$ cat config.mk
export PLATFORM = sky130hd
export DESIGN_NAME = dac_ad5601_top
export DESIGN_NICKNAME = d
export VERILOG_FILES = /design/src/verilog/dac_pkg.sv /design/src/verilog/dac_frame_if.sv /design/src/verilog/dac_reg_map.sv /design/src/verilog/dac_update_sequencer.sv /design/src/verilog/sclk_bit_timer.sv /design/src/verilog/dac_serial_shifter.sv /design/src/verilog/dac_ad5601_top.sv
export SDC_FILE = /design/constraint.sdc
export NUM_CORES = 1
export LEC_CHECK = 0
export BUFFER_PORTS_ARGS = -buffer_cell sky130_fd_sc_hd__buf_4
export CAP_MARGIN = 30
export CORE_UTILIZATION = 58
export CTS_BUF_LIST = sky130_fd_sc_hd__clkbuf_4
export DETAILED_ROUTE_END_ITERATION = 8
export PLACE_DENSITY_LB_ADDON = 0.05
export SYNTH_ARGS = -nofsm -noshare
export SYNTH_HDL_FRONTEND = slang
export SYNTH_SLANG_ARGS = --single-unit
$ cat constraint.sdc
create_clock -name clk -period 1.96 [get_ports clk]
set_input_delay 0.098 -clock clk [delete_from_list [all_inputs] [get_ports clk]]
set_output_delay 0.098 -clock clk [all_outputs]
set_load 0.005 [all_outputs]
$ cat src/verilog/dac_pkg.sv
/* AD5601 DAC controller shared definitions */

`default_nettype none

package dac_pkg;

    //////////////////////////////
    // widths and word layout

    localparam int WORD_BITS = 16;
    localparam int LEVEL_BITS = 8;
    localparam int ADDR_BITS = 2;

    // mode [15:14], data [13:6], reserved [5:0]
    typedef logic [WORD_BITS-1:0] dac_word_t;
    typedef logic [LEVEL_BITS-1:0] level_code_t;
    typedef logic [ADDR_BITS-1:0] reg_addr_t;
    typedef logic [4:0] bit_count_t;

    localparam int DATA_LSB = 6;

    //////////////////////////////
    // register map

    localparam reg_addr_t ADDR_VERSION = 2'd0;
    localparam reg_addr_t ADDR_DAC_WORD = 2'd1;
    localparam reg_addr_t ADDR_CTRL = 2'd2;

    localparam dac_word_t MODULE_VERSION = 16'd1;

    // normal mode, code 0x55
    localparam dac_word_t DAC_DEFAULT_WORD = 16'h1540;

    //////////////////////////////
    // serial timing

    localparam int FRAME_BITS = 16;
    localparam int SCLK_HALF_CYCLES = 4;
    localparam int PRESCALE_BITS = $clog2(SCLK_HALF_CYCLES);

    typedef enum logic [1:0] {
        RESET_FRAME,
        IDLE,
        SENDING
    } seq_state_t;

endpackage

`default_nettype wire

$ cat src/verilog/dac_frame_if.sv
/* DAC frame request link */

`timescale 1ns/100ps
`default_nettype none

interface dac_frame_if;
    import dac_pkg::*;

    // one-cycle request, word held stable with it
    logic start;
    dac_word_t word;

    // shifter status back to the sequencer
    logic done;
    logic busy;

    modport seq (
        output start,
        output word,
        input done,
        input busy
    );

    modport shifter (
        input start,
        input word,
        output done,
        output busy
    );

endinterface

`default_nettype wire

$ cat src/verilog/dac_reg_map.sv
/* DAC register map */

`timescale 1ns/100ps
`default_nettype none

module dac_reg_map (
    input logic clk,
    input logic peripheral_sreset,

    // host register access
    input dac_pkg::reg_addr_t reg_addr,
    input dac_pkg::dac_word_t reg_wdata,
    input logic reg_wr,
    input logic reg_rd,
    output dac_pkg::dac_word_t reg_rdata,
    output logic reg_rvalid,

    // path select and gain source
    input logic en_mmi_ctrl,
    input dac_pkg::level_code_t level_code,
    input logic level_stb,

    // toward the sequencer
    output dac_pkg::dac_word_t dac_word,
    output logic update_req
);
    import dac_pkg::*;

    logic wr_accept;
    logic level_accept;
    dac_word_t level_word;
    dac_word_t ctrl_word;
    dac_word_t read_mux;

    //////////////////////////////
    // write arbitration

    // en_mmi_ctrl picks exactly one owner of the word
    assign wr_accept = reg_wr && (reg_addr == ADDR_DAC_WORD) && en_mmi_ctrl;
    assign level_accept = level_stb && !en_mmi_ctrl;

    // level code only replaces the data field
    always_comb begin
        level_word = dac_word;
        level_word[DATA_LSB +: LEVEL_BITS] = level_code;
    end

    always_ff @(posedge clk) begin
        if (peripheral_sreset) begin
            dac_word <= DAC_DEFAULT_WORD;
            update_req <= 1'b0;
        end else begin
            update_req <= wr_accept || level_accept;
            if (wr_accept) begin
                dac_word <= reg_wdata;
            end else if (level_accept) begin
                dac_word <= level_word;
            end
        end
    end

    //////////////////////////////
    // read path

    always_comb begin
        ctrl_word = '0;
        ctrl_word[0] = en_mmi_ctrl;
    end

    always_comb begin
        case (reg_addr)
            ADDR_VERSION: read_mux = MODULE_VERSION;
            ADDR_DAC_WORD: read_mux = dac_word;
            ADDR_CTRL: read_mux = ctrl_word;
            // address 3 is not mapped
            default: read_mux = '0;
        endcase
    end

    always_ff @(posedge clk) begin
        if (peripheral_sreset) begin
            reg_rvalid <= 1'b0;
        end else begin
            reg_rvalid <= reg_rd;
        end
    end

    always_ff @(posedge clk) begin
        if (reg_rd) begin
            reg_rdata <= read_mux;
        end
    end

    // host issues single-cycle read strobes
    a_rvalid_pulse : assert property (
        @(posedge clk) disable iff (peripheral_sreset)
        reg_rvalid |=> !reg_rvalid
    );

endmodule

`default_nettype wire

$ cat src/verilog/dac_update_sequencer.sv
/* DAC update sequencer */

`timescale 1ns/100ps
`default_nettype none

module dac_update_sequencer (
    input logic clk,
    input logic peripheral_sreset,

    input logic update_req,
    input dac_pkg::dac_word_t dac_word,

    dac_frame_if.seq frame,

    output logic dac_updated_stb,
    output logic init_done
);
    import dac_pkg::*;

    seq_state_t state_q;
    logic pending_q;
    logic issue;
    logic start_q;
    dac_word_t word_q;

    assign frame.start = start_q;
    assign frame.word = word_q;

    // decide whether a frame goes out on this edge
    always_comb begin
        case (state_q)
            RESET_FRAME: issue = 1'b1;
            IDLE: issue = update_req && !frame.busy;
            // coalesced updates restart right at done
            SENDING: issue = frame.done && (pending_q || update_req);
            default: issue = 1'b0;
        endcase
    end

    //////////////////////////////
    // state machine

    always_ff @(posedge clk) begin
        if (peripheral_sreset) begin
            state_q <= RESET_FRAME;
            pending_q <= 1'b0;
            start_q <= 1'b0;
            dac_updated_stb <= 1'b0;
            init_done <= 1'b0;
        end else begin
            start_q <= issue;
            dac_updated_stb <= 1'b0;
            case (state_q)
                RESET_FRAME: begin
                    state_q <= SENDING;
                    pending_q <= update_req;
                end
                IDLE: begin
                    if (update_req) begin
                        state_q <= SENDING;
                        // shifter still draining, hold the request
                        pending_q <= frame.busy;
                    end
                end
                SENDING: begin
                    if (frame.done) begin
                        dac_updated_stb <= 1'b1;
                        init_done <= 1'b1;
                        pending_q <= 1'b0;
                        if (!issue) begin
                            state_q <= IDLE;
                        end
                    end else if (update_req) begin
                        pending_q <= 1'b1;
                    end
                end
                default: state_q <= IDLE;
            endcase
        end
    end

    // newest register value at the moment of issue
    always_ff @(posedge clk) begin
        if (issue) begin
            word_q <= dac_word;
        end
    end

    a_start_not_busy : assert property (
        @(posedge clk) disable iff (peripheral_sreset)
        frame.start |-> !frame.busy
    );

    a_start_single : assert property (
        @(posedge clk) disable iff (peripheral_sreset)
        frame.start |=> !frame.start
    );

endmodule

`default_nettype wire

$ cat src/verilog/sclk_bit_timer.sv
/* sclk and bit timer */

`timescale 1ns/100ps
`default_nettype none

module sclk_bit_timer (
    input logic clk,
    input logic peripheral_sreset,
    input logic run,
    output logic half_tick,
    output logic last_bit,
    output dac_pkg::bit_count_t bit_count
);
    import dac_pkg::*;

    logic [PRESCALE_BITS-1:0] prescale_q;
    // high during the second half of a bit
    logic phase_q;

    assign half_tick = run && (prescale_q == PRESCALE_BITS'(SCLK_HALF_CYCLES - 1));
    assign last_bit = (bit_count == bit_count_t'(FRAME_BITS - 1));

    always_ff @(posedge clk) begin
        if (peripheral_sreset || !run) begin
            prescale_q <= '0;
            phase_q <= 1'b0;
            bit_count <= '0;
        end else if (half_tick) begin
            prescale_q <= '0;
            phase_q <= !phase_q;
            // a bit completes every second tick
            if (phase_q) begin
                bit_count <= bit_count + 1'b1;
            end
        end else begin
            prescale_q <= prescale_q + 1'b1;
        end
    end

endmodule

`default_nettype wire

$ cat src/verilog/dac_serial_shifter.sv
/* DAC serial shifter */

`timescale 1ns/100ps
`default_nettype none

module dac_serial_shifter (
    input logic clk,
    input logic peripheral_sreset,

    dac_frame_if.shifter frame,

    input logic half_tick,
    input logic last_bit,
    input dac_pkg::bit_count_t bit_count,
    output logic run,

    output logic sync_n,
    output logic sclk,
    output logic sdin
);
    import dac_pkg::*;

    logic busy_q;
    logic done_q;
    logic load;
    logic fall_tick;
    logic rise_tick;
    dac_word_t shift_q;

    assign frame.busy = busy_q;
    assign frame.done = done_q;
    assign run = busy_q;

    assign load = frame.start && !busy_q;
    // sclk level tells which half period just ended
    assign fall_tick = half_tick && sclk;
    assign rise_tick = half_tick && !sclk;

    always_ff @(posedge clk) begin
        if (peripheral_sreset) begin
            busy_q <= 1'b0;
            done_q <= 1'b0;
            sync_n <= 1'b1;
            sclk <= 1'b1;
            sdin <= 1'b0;
        end else begin
            done_q <= 1'b0;
            if (load) begin
                busy_q <= 1'b1;
                sync_n <= 1'b0;
                sdin <= frame.word[FRAME_BITS-1];
            end else if (fall_tick) begin
                sclk <= 1'b0;
            end else if (rise_tick) begin
                sclk <= 1'b1;
                if (last_bit) begin
                    // frame over after the last low half period
                    busy_q <= 1'b0;
                    done_q <= 1'b1;
                    sync_n <= 1'b1;
                    sdin <= 1'b0;
                end else begin
                    sdin <= shift_q[FRAME_BITS-2];
                end
            end
        end
    end

    // next bit moves up on every rising sclk
    always_ff @(posedge clk) begin
        if (load) begin
            shift_q <= frame.word;
        end else if (rise_tick) begin
            shift_q <= shift_q << 1;
        end
    end

    // DAC samples on falling sclk, data must hold through the low phase
    a_sdin_stable : assert property (
        @(posedge clk) disable iff (peripheral_sreset)
        (!sync_n && !sclk) ##1 (!sync_n && !sclk) |-> $stable(sdin)
    );

    a_count_in_frame : assert property (
        @(posedge clk) disable iff (peripheral_sreset)
        !sync_n |-> (bit_count < bit_count_t'(FRAME_BITS))
    );

endmodule

`default_nettype wire

$ cat src/verilog/dac_ad5601_top.sv
/* AD5601 DAC controller top */

`timescale 1ns/100ps
`default_nettype none

module dac_ad5601_top (
    input logic clk,
    input logic peripheral_sreset,

    input dac_pkg::reg_addr_t reg_addr,
    input dac_pkg::dac_word_t reg_wdata,
    input logic reg_wr,
    input logic reg_rd,
    output dac_pkg::dac_word_t reg_rdata,
    output logic reg_rvalid,

    input logic en_mmi_ctrl,
    input dac_pkg::level_code_t level_code,
    input logic level_stb,

    output logic dac_updated_stb,
    output logic init_done,

    // AD5601 serial pins
    output logic sync_n,
    output logic sclk,
    output logic sdin
);
    import dac_pkg::*;

    dac_word_t dac_word;
    logic update_req;
    logic run;
    logic half_tick;
    logic last_bit;
    bit_count_t bit_count;

    dac_frame_if frame_if ();

    dac_reg_map u_reg_map (
        .clk               (clk),
        .peripheral_sreset (peripheral_sreset),
        .reg_addr          (reg_addr),
        .reg_wdata         (reg_wdata),
        .reg_wr            (reg_wr),
        .reg_rd            (reg_rd),
        .reg_rdata         (reg_rdata),
        .reg_rvalid        (reg_rvalid),
        .en_mmi_ctrl       (en_mmi_ctrl),
        .level_code        (level_code),
        .level_stb         (level_stb),
        .dac_word          (dac_word),
        .update_req        (update_req)
    );

    dac_update_sequencer u_sequencer (
        .clk               (clk),
        .peripheral_sreset (peripheral_sreset),
        .update_req        (update_req),
        .dac_word          (dac_word),
        .frame             (frame_if.seq),
        .dac_updated_stb   (dac_updated_stb),
        .init_done         (init_done)
    );

    sclk_bit_timer u_timer (
        .clk               (clk),
        .peripheral_sreset (peripheral_sreset),
        .run               (run),
        .half_tick         (half_tick),
        .last_bit          (last_bit),
        .bit_count         (bit_count)
    );

    dac_serial_shifter u_shifter (
        .clk               (clk),
        .peripheral_sreset (peripheral_sreset),
        .frame             (frame_if.shifter),
        .half_tick         (half_tick),
        .last_bit          (last_bit),
        .bit_count         (bit_count),
        .run               (run),
        .sync_n            (sync_n),
        .sclk              (sclk),
        .sdin              (sdin)
    );

endmodule

`default_nettype wire

==> results_dict.tcl, run 1 <==
set metrics [dict create \
    ys_ff_latch 84 \
    track_usage 0.235 \
    crit_type "in2reg" \
    r2r_slack_ns 0.23 \
    synth_cells 295 \
    io_pins 54 \
    die_width_um 77.7 \
    finalCriticalPeriod_ns 1.86 \
    fin_skew_ns 0.0132 \
    avgSynthCellArea_um2 11.3 \
    nNetsFinal 415 \
    slew_headroom 0.721 \
    whs_ns 0.0321 \
    synth.largest_area_cell "edfxtp_1" \
    dp.cells 413 \
    cts_buffers 9 \
    p_per_area_nw_per_um2 1040 \
    viasPerCell 5.17 \
    startpoint_type "primary input" \
    drtIter0Drc 138 \
    grt_pass1_wl_mm 10.5 \
    seq_area_um2 2150 \
    min_to "u_reg_map.dac_word[12]$_SDFFE_PP1P_" \
    ir_drop_uv 555 \
    layout-drive-gt1-share 0.210 \
    areaGrowthSynthToFinish_pct 25.8 \
    antenna_left 0 \
    crit_chain "dlygate4sd3_1 > buf_4 > and4b_1 > a221oi_1 > dlygate4sd3_1 > nand2_1" \
    synth-seq-area-share 0.648 \
    yosysWarnings 0 \
    async_flop_share 0 \
    fin_cells 453 \
    wirelength_mm 6.41 \
    dp_hpwl_mm 4.14 \
    netlist_top_cells_area "edfxtp_1 43%, dfxtp_1 22%, nand2_1 8.5%" \
    clk_pin_slew_ns 0.11 \
    drc 0 \
    finalMaxSlewViolations 0 \
    grt_remaining_overflow 0 \
    syn_area_um2 3320 \
    crit_arrival_ns 2.16 \
    min_path_type "in2reg" \
    fp-row-count 27 \
    critPathMostFrequentCell "dlygate4sd3_1" \
    hold_path_startpoint "level_code[6]" \
    cp_max_fo 10 \
    grt_pass1_vias 2220 \
    multiInputGateArea_um2 1080 \
    crit_family "buffers and inverters" \
    critPathBufInv 3 \
    outcome "completed" \
    tightest_slew_ns 0.418 \
    core_um2 5510 \
    clockBufferDepth 2 \
    via_count 2344 \
    fillers 388 \
    crit_slowest_cell "dlygate4sd3_1" \
    post-route-period-util 0.948 \
    leakage_nw 1.68 \
    max_freq_mhz 538 \
    end_kind "flop" \
    drtPass1Iterations 4 \
    synth_ff_type "edfxtp_1" \
    start_util 0.603 \
    cpPeakStageDelay_ns 0.63 \
    synth_top_area_frac 0.425 \
    rsz0062_at_grt "false" \
    synth-edff-count 47 \
    timing.setup.tns_ns 0 \
    diodes 0 \
    routabilityCongestion 0.748 \
    r2r-start "u_sequencer.state_q[0]$_SDFFE_PP0P_" \
    rr_endpoint "u_sequencer.state_q[1]$_SDFFE_PP0P_" \
    r2r.worst_path.cells 6 \
    hold_path_depth 3 \
    finalSetupViolCount 0 \
    syn_nets 334 \
    clock-sinks 84 \
    portBuffers 53 \
    cts_root_buffer "clkbuf_4" \
    cap_violations 0 \
    antenna_found_initial 0 \
    insertion_delay_ns 0.40 \
    finalHoldViolCount 0 \
    cp.required_ns 2.26 \
    die_y_um 77.7 \
    cts_tree "built" \
    wl_per_cell_um 14.1 \
    netlist-cell-type-count 42 \
    die_area_um2 6030 \
    h-tree-depth 3 \
    grt_max_degree 33 \
]
## registers in the layout (all words and copies together), names as in the netlist
signal                       flops
u_reg_map.dac_word              16
u_reg_map.reg_rdata             16
u_sequencer.frame.word          16
u_shifter.shift_q               15
u_timer.bit_count                5
u_sequencer.state_q              2
u_timer.prescale_q               2
u_reg_map.reg_rvalid             1
u_reg_map.update_req             1
u_sequencer.dac_updated_stb      1
u_sequencer.frame.start          1
u_sequencer.init_done            1
u_sequencer.pending_q            1
u_shifter.frame.busy             1
u_shifter.frame.done             1
u_shifter.sclk                   1
u_shifter.sdin                   1
u_shifter.sync_n                 1
u_timer.phase_q                  1
## area by class of cell
class                           count  share of cell area
Clock buffer                       11              0.0198
Tap cell                           72              0.0216
Sequential cell                    84               0.515
Clock inverter                      5              0.0126
Multi-Input combinational cell    193               0.259
Inverter                            4             0.00359
Timing Repair Buffer               84               0.168
## synthesized netlist by cell type (4+ instances only)
cell and count:
a211oi_1 4, a21oi_1 19, a22oi_1 4, and2_1 17
buf_2 6, clkbuf_1 6, dfxtp_1 37, edfxtp_1 47
ha_1 7, inv_1 4, nand2_1 75, nand2b_1 4
nor2_1 16, nor2b_1 8
## placed cells by master, fill, tap and decap left out, drive strengths merged, types with 2 or more instances in the layout
master and instances:
a221oi 3, o21bai 2, nor2 17, nor3 3
a22oi 4, nand2 75, and2 17, mux2i 2
nand3b 3, clkbuf 11, nand3 2, clkinv 3
a21oi 19, a311o 2, o21ai 3, a211oi 4
dlygate4sd3 24, xor2 2, buf 60, nand2b 4
nor2b 8, nor3b 2, ha 7, edfxtp 47
inv 4, xnor2 2, dfxtp 37
## power breakdown
group          leakage (nW)  internal [mW]  switching (mW)  total (mW)
clock                0.0766          0.412           0.540       0.952
sequential            0.769           2.29           0.125        2.42
combinational         0.839          0.428           0.555       0.983
total                  1.68           3.13            1.22        4.35
## metrics by stage
stage	setup slack [ns]	total power, mW	util	instance area, µm²
floorplan	0.199	3.05	-	3320
global placement	0.293	3.37	0.690	3800
detailed placement	0.233	3.41	0.690	3800
CTS	0.205	4.38	0.758	4180
global route	0.0358	4.61	0.758	4180
finish	0.103	4.35	0.758	4180
## tightest hold or removal path: cells and delay by family
| family | cells | cell delay [ns] |
|---|---|---|
| AOI/OAI and AO/OA | 2 | 0.22 |
| buffers and inverters | 1 | 0.08 |
## timing repair
item,CTS,global route
hold buffers,24,0
hold endpoints to repair,17,0
buffers inserted,0,0
gates resized for setup,0,0
## routing by layer
metal  track usage  part of all wire  wire (µm)  vias up
li1              -                 -          -     1182
met1         0.309              0.46       2960     1081
met4         0.132             0.026        165        0
met5             0                 0          0        -
met2         0.363              0.47       3000       68
met3        0.0471             0.044        282       13
## cells by family (layout without fill, tap and decap cells)
kind of cell,count (synthesis),in the layout,synth area share
flops,84,84,0.648
fa+ha+maj,7,7,0.0264
buf+inv,18,104,0.0260
simple gates,141,141,0.204
compound gates,39,39,0.0784
mux,2,2,0.00603
xor+xnor,4,4,0.0106
## worst max path at each step
stage                                                to  cells after the start  slack [ns]                           startpoint
floorplan           u_sequencer.state_q[1]$_SDFFE_PP0P_                      7        0.20  u_sequencer.state_q[0]$_SDFFE_PP0P_
global route         u_reg_map.dac_word[6]$_SDFFE_PP1P_                      6        0.04                          reg_addr[1]
global placement    u_sequencer.state_q[0]$_SDFFE_PP0P_                      5        0.29  u_sequencer.state_q[0]$_SDFFE_PP0P_
detailed placement  u_sequencer.state_q[1]$_SDFFE_PP0P_                      6        0.23  u_sequencer.state_q[0]$_SDFFE_PP0P_
CTS                  u_reg_map.dac_word[7]$_SDFFE_PP0P_                      6        0.20                          reg_addr[1]
finish               u_reg_map.dac_word[6]$_SDFFE_PP1P_                      6        0.10                          reg_addr[1]
No activity file was read; power rests on OpenSTA's default activity.
==> run 2: changes to the inputs <==
--- a/config.mk
+++ b/config.mk
@@ -7,9 +7,12 @@
 export LEC_CHECK = 0
 export BUFFER_PORTS_ARGS = -buffer_cell sky130_fd_sc_hd__buf_4
 export CAP_MARGIN = 30
-export CORE_UTILIZATION = 58
+export CELL_PAD_IN_SITES_DETAIL_PLACEMENT = 2
+export CELL_PAD_IN_SITES_GLOBAL_PLACEMENT = 2
+export CORE_UTILIZATION = 38
 export CTS_BUF_LIST = sky130_fd_sc_hd__clkbuf_4
 export DETAILED_ROUTE_END_ITERATION = 8
+export GPL_TIMING_DRIVEN = 0
 export PLACE_DENSITY_LB_ADDON = 0.05
 export SYNTH_ARGS = -nofsm -noshare
 export SYNTH_HDL_FRONTEND = slang
==> run 2 against run 1 <==
Non-clock buffer count rose by 12. Combinational power rose by 24%. Sequential cell count did not move. Utilization fell by 24 points. Setup slack improved by 0.0026 ns. Sequential power rose by 2%. Global-route usage rose by 0.22 points.
==> results_dict.tcl, run 2 (same netlist as run 1, synthesis figures left out) <==
set metrics [dict create \
    finalSetupViolCount 0 \
    crit_type "reg2reg" \
    io_pins 54 \
    wirelength_mm 10.4 \
    wl_per_cell_um 20.8 \
    clk_pin_slew_ns 0.15 \
    mostFrequentLayoutCells "74 x nand2_1, 57 x buf_4, 47 x edfxtp_1, 37 x dfxtp_1, 25 x dlygate4sd3_1" \
    nNetsFinal 428 \
    rsz0062_at_grt "false" \
    grt_max_degree 18 \
    fillers 837 \
    grt_pass1_wl_mm 15.4 \
    h-tree-depth 3 \
    dp.cells 453 \
    drtIter0Drc 113 \
    cp.required_ns 2.12 \
    diodes 0 \
    core_um2 8340 \
    grt_remaining_overflow 0 \
    track_usage 0.237 \
    insertion_delay_ns 0.45 \
    fin_cells 499 \
    critPathBufInv 2 \
    dp_hpwl_mm 6.24 \
    drc 0 \
    finalCriticalPeriod_ns 1.85 \
    clock-sinks 84 \
    r2r_slack_ns 0.11 \
    p_per_area_nw_per_um2 1070 \
    die_area_um2 9110 \
    fin_skew_ns 0.0225 \
    crit_arrival_ns 2.01 \
    finalHoldViolCount 0 \
    layout_commonest_cell "nand2_1" \
    max_freq_mhz 539 \
    design_area_um2 4310 \
    grt_pass1_vias 2852 \
    cts_buffers 9 \
    crit_chain "nand2b_1 > clkbuf_1 > buf_2 > nand2_4" \
    via_count 2571 \
    routabilityCongestion 0.731 \
    dpl-instance-area_um2 3850 \
    cpPeakStageDelay_ns 0.56 \
    portBuffers 53 \
    cp_max_fo 15 \
    tightest_slew_ns 0.674 \
    multiInputGateArea_um2 1130 \
    r2r-start "u_shifter.frame.busy$_SDFFE_PP0P_" \
    p_total_mw 4.61 \
    crit_slowest_cell "dfxtp_1" \
    start_util 0.398 \
    startpoint_type "flop" \
    antenna_found_initial 0 \
    r2r.worst_path.cells 4 \
    ir_drop_uv 379 \
    layout-drive-gt1-share 0.228 \
    cts_tree "built" \
    seq_area_um2 2150 \
    slew_headroom 0.551 \
    cap_violations 0 \
    viasPerCell 5.15 \
    rr_endpoint "u_shifter.shift_q[0]$_SDFFCE_PN0P_" \
    antenna_left 0 \
    clockBufferDepth 2 \
    cp.depth 4 \
    leakage_nw 1.71 \
    min_path_type "in2reg" \
    fp-row-count 33 \
    crit_family "buffers and inverters" \
    cts_root_buffer "clkbuf_4" \
    finalMaxSlewViolations 0 \
    post-route-period-util 0.946 \
    worstSetupStartpoint "u_shifter.frame.busy$_SDFFE_PP0P_" \
    die_y_um 95.5 \
    areaGrowthSynthToFinish_pct 29.8 \
    drtPass1Iterations 4 \
    outcome "completed" \
    die_width_um 95.5 \
    worstSetupEndpoint "u_shifter.shift_q[0]$_SDFFCE_PN0P_" \
    end_kind "flop" \
]
run 2: area by class of cell:
class | instances | share of cell area
Sequential cell | 84 | 0.500
Multi-Input combinational cell | 194 | 0.263
Timing Repair Buffer | 82 | 0.160
Tap cell | 105 | 0.0305
Clock buffer | 10 | 0.0174
Buffer | 14 | 0.0166
Clock inverter | 6 | 0.00929
Inverter | 4 | 0.00349
run 2: what timing repair did:
action                                  4_1_cts  5_1_grt
resized for setup                             6        1
endpoints found under the hold margin        17        0
hold buffers                                 25        0
cloned                                        1        0
setup buffers                                 2        2
endpoints found under the setup margin       27        2
pin swaps                                     1        1
run 2: power breakdown:
part	switching, mW	total, mW	internal [mW]
Sequential	0.164	2.46	2.30
Clock	0.648	0.922	0.274
Combinational	0.722	1.22	0.503
run 2: metrics by stage:
step	util	setup TNS, ns	hold WS (ns)	setup slack, ns
final	0.517	0	0.0466	0.105
after global routing	0.517	0	0.0286	0.0102
after CTS	0.513	0	0.0428	0.0187
after detailed placement	0.461	-3.53	0.330	-0.214
after global placement	0.461	-0.728	0.327	-0.107
after floorplan	-	0	0.210	0.199
run 2: worst reg2reg max path, delay by kind of cell, from the launching register on:
| kind | cells | cell delay (ns) |
|---|---|---|
| buffers and inverters | 2 | 0.65 |
| DFF | 1 | 0.56 |
| and+or+nand+nor | 2 | 0.36 |
run 2: worst min path at each step:
stage / startpoint / endpoint / slack [ns] / depth (start not counted)
after global routing: reg_rd / u_reg_map.reg_rdata[6]$_DFFE_PP_ / 0.03 / 1
after global placement: level_code[4] / u_reg_map.dac_word[10]$_SDFFE_PP1P_ / 0.33 / 3
final: reg_rd / u_reg_map.reg_rdata[6]$_DFFE_PP_ / 0.05 / 1
after detailed placement: level_code[4] / u_reg_map.dac_word[10]$_SDFFE_PP1P_ / 0.33 / 3
after floorplan: reg_rd / u_reg_map.reg_rdata[0]$_DFFE_PP_ / 0.21 / 0
after CTS: reg_rd / u_reg_map.reg_rdata[5]$_DFFE_PP_ / 0.04 / 1
run 2: per-layer routing:
| layer | vias up | routed length (µm) | track usage |
|---|---|---|---|
| li1 | 1205 | - | - |
| met1 | 1300 | 4520 | 0.282 |
| met2 | 52 | 5430 | 0.416 |
| met3 | 14 | 263 | 0.0606 |
| met4 | 0 | 184 | 0.0771 |
| met5 | - | 0 | 0 |
==> run 3: changes to the inputs <==
--- a/config.mk
+++ b/config.mk
@@ -13,6 +13,7 @@
 export CTS_BUF_LIST = sky130_fd_sc_hd__clkbuf_4
 export DETAILED_ROUTE_END_ITERATION = 8
 export GPL_TIMING_DRIVEN = 0
+export MAX_ROUTING_LAYER = met4
 export PLACE_DENSITY_LB_ADDON = 0.05
 export SYNTH_ARGS = -nofsm -noshare
 export SYNTH_HDL_FRONTEND = slang
==> run 3 against run 2 <==
Non-clock buffer count unchanged. Final area about the same. Clock power down 2%. Clock skew down 0.0038 ns. First-iteration DRC count down 5.3%. Largest cell class unchanged. Global-route usage up 0.73 points. Critical path depth up 2. Wire length down 0.19%.
==> results_dict.tcl, run 3 (same netlist as run 1, synthesis figures left out) <==
set metrics [dict create \
    layout_commonest_cell "nand2_1" \
    grt_remaining_overflow 0 \
    r2r.worst_path.cells 6 \
    dp_hpwl_mm 6.24 \
    min_path_type "in2reg" \
    pwr-share-clk 0.197 \
    rr_endpoint "u_sequencer.state_q[0]$_SDFFE_PP0P_" \
    slew_headroom 0.577 \
    die_y_um 95.5 \
    crit_type "reg2reg" \
    finalHoldViolCount 0 \
    nNetsFinal 428 \
    fin_skew_ns 0.0187 \
    wl_per_cell_um 20.8 \
    design_area_um2 4310 \
    comb_power_share 0.267 \
    tightest_slew_ns 0.635 \
    antenna_left 0 \
    core_um2 8340 \
    start_util 0.398 \
    outcome "completed" \
    grt_pass1_wl_mm 15.4 \
    fillers 836 \
    grt_max_degree 18 \
    cts_root_buffer "clkbuf_4" \
    routabilityCongestion 0.740 \
    end_kind "flop" \
    r2r_slack_ns 0.13 \
    via_count 2613 \
    leakage_nw 1.71 \
    startpoint_type "flop" \
    timing.setup.tns_ns 0 \
    wirelength_mm 10.4 \
    crit_arrival_ns 2.15 \
    cp.required_ns 2.28 \
    switchingPower_mw 1.51 \
    finalMaxSlewViolations 0 \
    dpl-instance-area_um2 3850 \
    portBuffers 53 \
    finalCriticalPeriod_ns 1.83 \
    r2r-start "u_sequencer.state_q[0]$_SDFFE_PP0P_" \
    die_area_um2 9110 \
    track_usage 0.244 \
    post-route-period-util 0.933 \
    max_freq_mhz 547 \
    seqPwrFrac 0.536 \
    multiInputGateArea_um2 1130 \
    fp-row-count 33 \
    cp_max_fo 9 \
    p_int_mw 3.07 \
    die_width_um 95.5 \
    io_pins 54 \
    clk_pin_slew_ns 0.15 \
    sw_frac_of_total 0.330 \
    cts_tree "built" \
    finalSetupViolCount 0 \
    whs_ns 0.0562 \
    rsz0062_at_grt "false" \
    grt_pass1_vias 2843 \
    layout-drive-gt1-share 0.231 \
    viasPerCell 5.24 \
    drtIter0Drc 107 \
    drtPass1Iterations 4 \
    antenna_found_initial 0 \
    dp.cells 453 \
    h-tree-depth 3 \
    mostFrequentLayoutCells "74 x nand2_1, 57 x buf_4, 47 x edfxtp_1, 36 x dfxtp_1, 25 x dlygate4sd3_1" \
    ir_drop_uv 411 \
    areaGrowthSynthToFinish_pct 29.8 \
    seq_area_um2 2150 \
    insertion_delay_ns 0.43 \
    worstSetupEndpoint "u_sequencer.state_q[0]$_SDFFE_PP0P_" \
    diodes 0 \
    drc 0 \
    p_per_area_nw_per_um2 1060 \
    fin_cells 499 \
    clock-sinks 84 \
    worstSetupStartpoint "u_sequencer.state_q[0]$_SDFFE_PP0P_" \
    clockBufferDepth 2 \
    cap_violations 0 \
    cts_buffers 9 \
]
[run 3: cell types whose count changed in the layout (fill, tap and decap cells not counted)]
cell     previous run  this run
dfxtp_1            37        36
dfxtp_2             0         1
[run 3: cell type report]
class,count,share of cell area
inverter,4,0.00348
clock inverter,6,0.00929
clock buffer,10,0.0174
tap,105,0.0305
sequential,84,0.500
timing repair buffer,82,0.160
buffer,14,0.0166
multi-input combinational,194,0.263
[run 3: power groups by stage]
stage | registers, mW | clock network [mW] | logic, mW
6_report | 2.46 | 0.906 | 1.22
5_1_grt | 2.49 | 0.990 | 1.35
4_1_cts | 2.45 | 0.911 | 1.16
3_5_place_dp | 2.49 | 0 | 0.972
2_1_floorplan | 2.42 | 0 | 0.626
3_3_place_gp | 2.46 | 0 | 0.911
[run 3: repair_timing]
item | in CTS | in global routing
endpoints found under the hold margin | 17 | 0
hold buffers | 25 | 0
cloned | 1 | 0
buffers inserted | 2 | 2
resized for setup | 6 | 2
endpoints found under the setup margin | 27 | 7
pin swaps | 1 | 1
[run 3: per-layer routing]
layer | track usage | vias to the layer above | part of all wire | routed length (µm)
li1 | - | 1205 | - | -
met1 | 0.288 | 1324 | 0.43 | 4450
met2 | 0.417 | 69 | 0.52 | 5430
met3 | 0.0550 | 15 | 0.032 | 329
met4 | 0.0721 | 0 | 0.016 | 163
met5 | - | - | 0 | 0
[run 3: stage by stage]
stage / util / setup slack, ns / power (mW)
final: 0.517 / 0.132 / 4.59
after global routing: 0.517 / 0.0215 / 4.84
after CTS: 0.513 / 0.0187 / 4.51
after detailed placement: 0.461 / -0.214 / 3.46
after global placement: 0.461 / -0.107 / 3.37
after floorplan: - / 0.199 / 3.05
[run 3: how the worst min path moves through the flow]
stage | from | endpoint | slack (ns) | cells past startpoint
finish | reg_rd | u_reg_map.reg_rdata[6]$_DFFE_PP_ | 0.06 | 1
global route | reg_rd | u_reg_map.reg_rdata[6]$_DFFE_PP_ | 0.03 | 1
CTS | reg_rd | u_reg_map.reg_rdata[5]$_DFFE_PP_ | 0.04 | 1
detailed placement | level_code[4] | u_reg_map.dac_word[10]$_SDFFE_PP1P_ | 0.33 | 3
global placement | level_code[4] | u_reg_map.dac_word[10]$_SDFFE_PP1P_ | 0.33 | 3
floorplan | reg_rd | u_reg_map.reg_rdata[0]$_DFFE_PP_ | 0.21 | 0
[run 3: critical path: stages, from the launching register on]
cell      delay, ns
dfxtp_1        0.45
inv_1          0.12
ha_1           0.22
buf_6          0.14
a31oi_4        0.26
o211ai_4       0.15
a311o_2        0.39
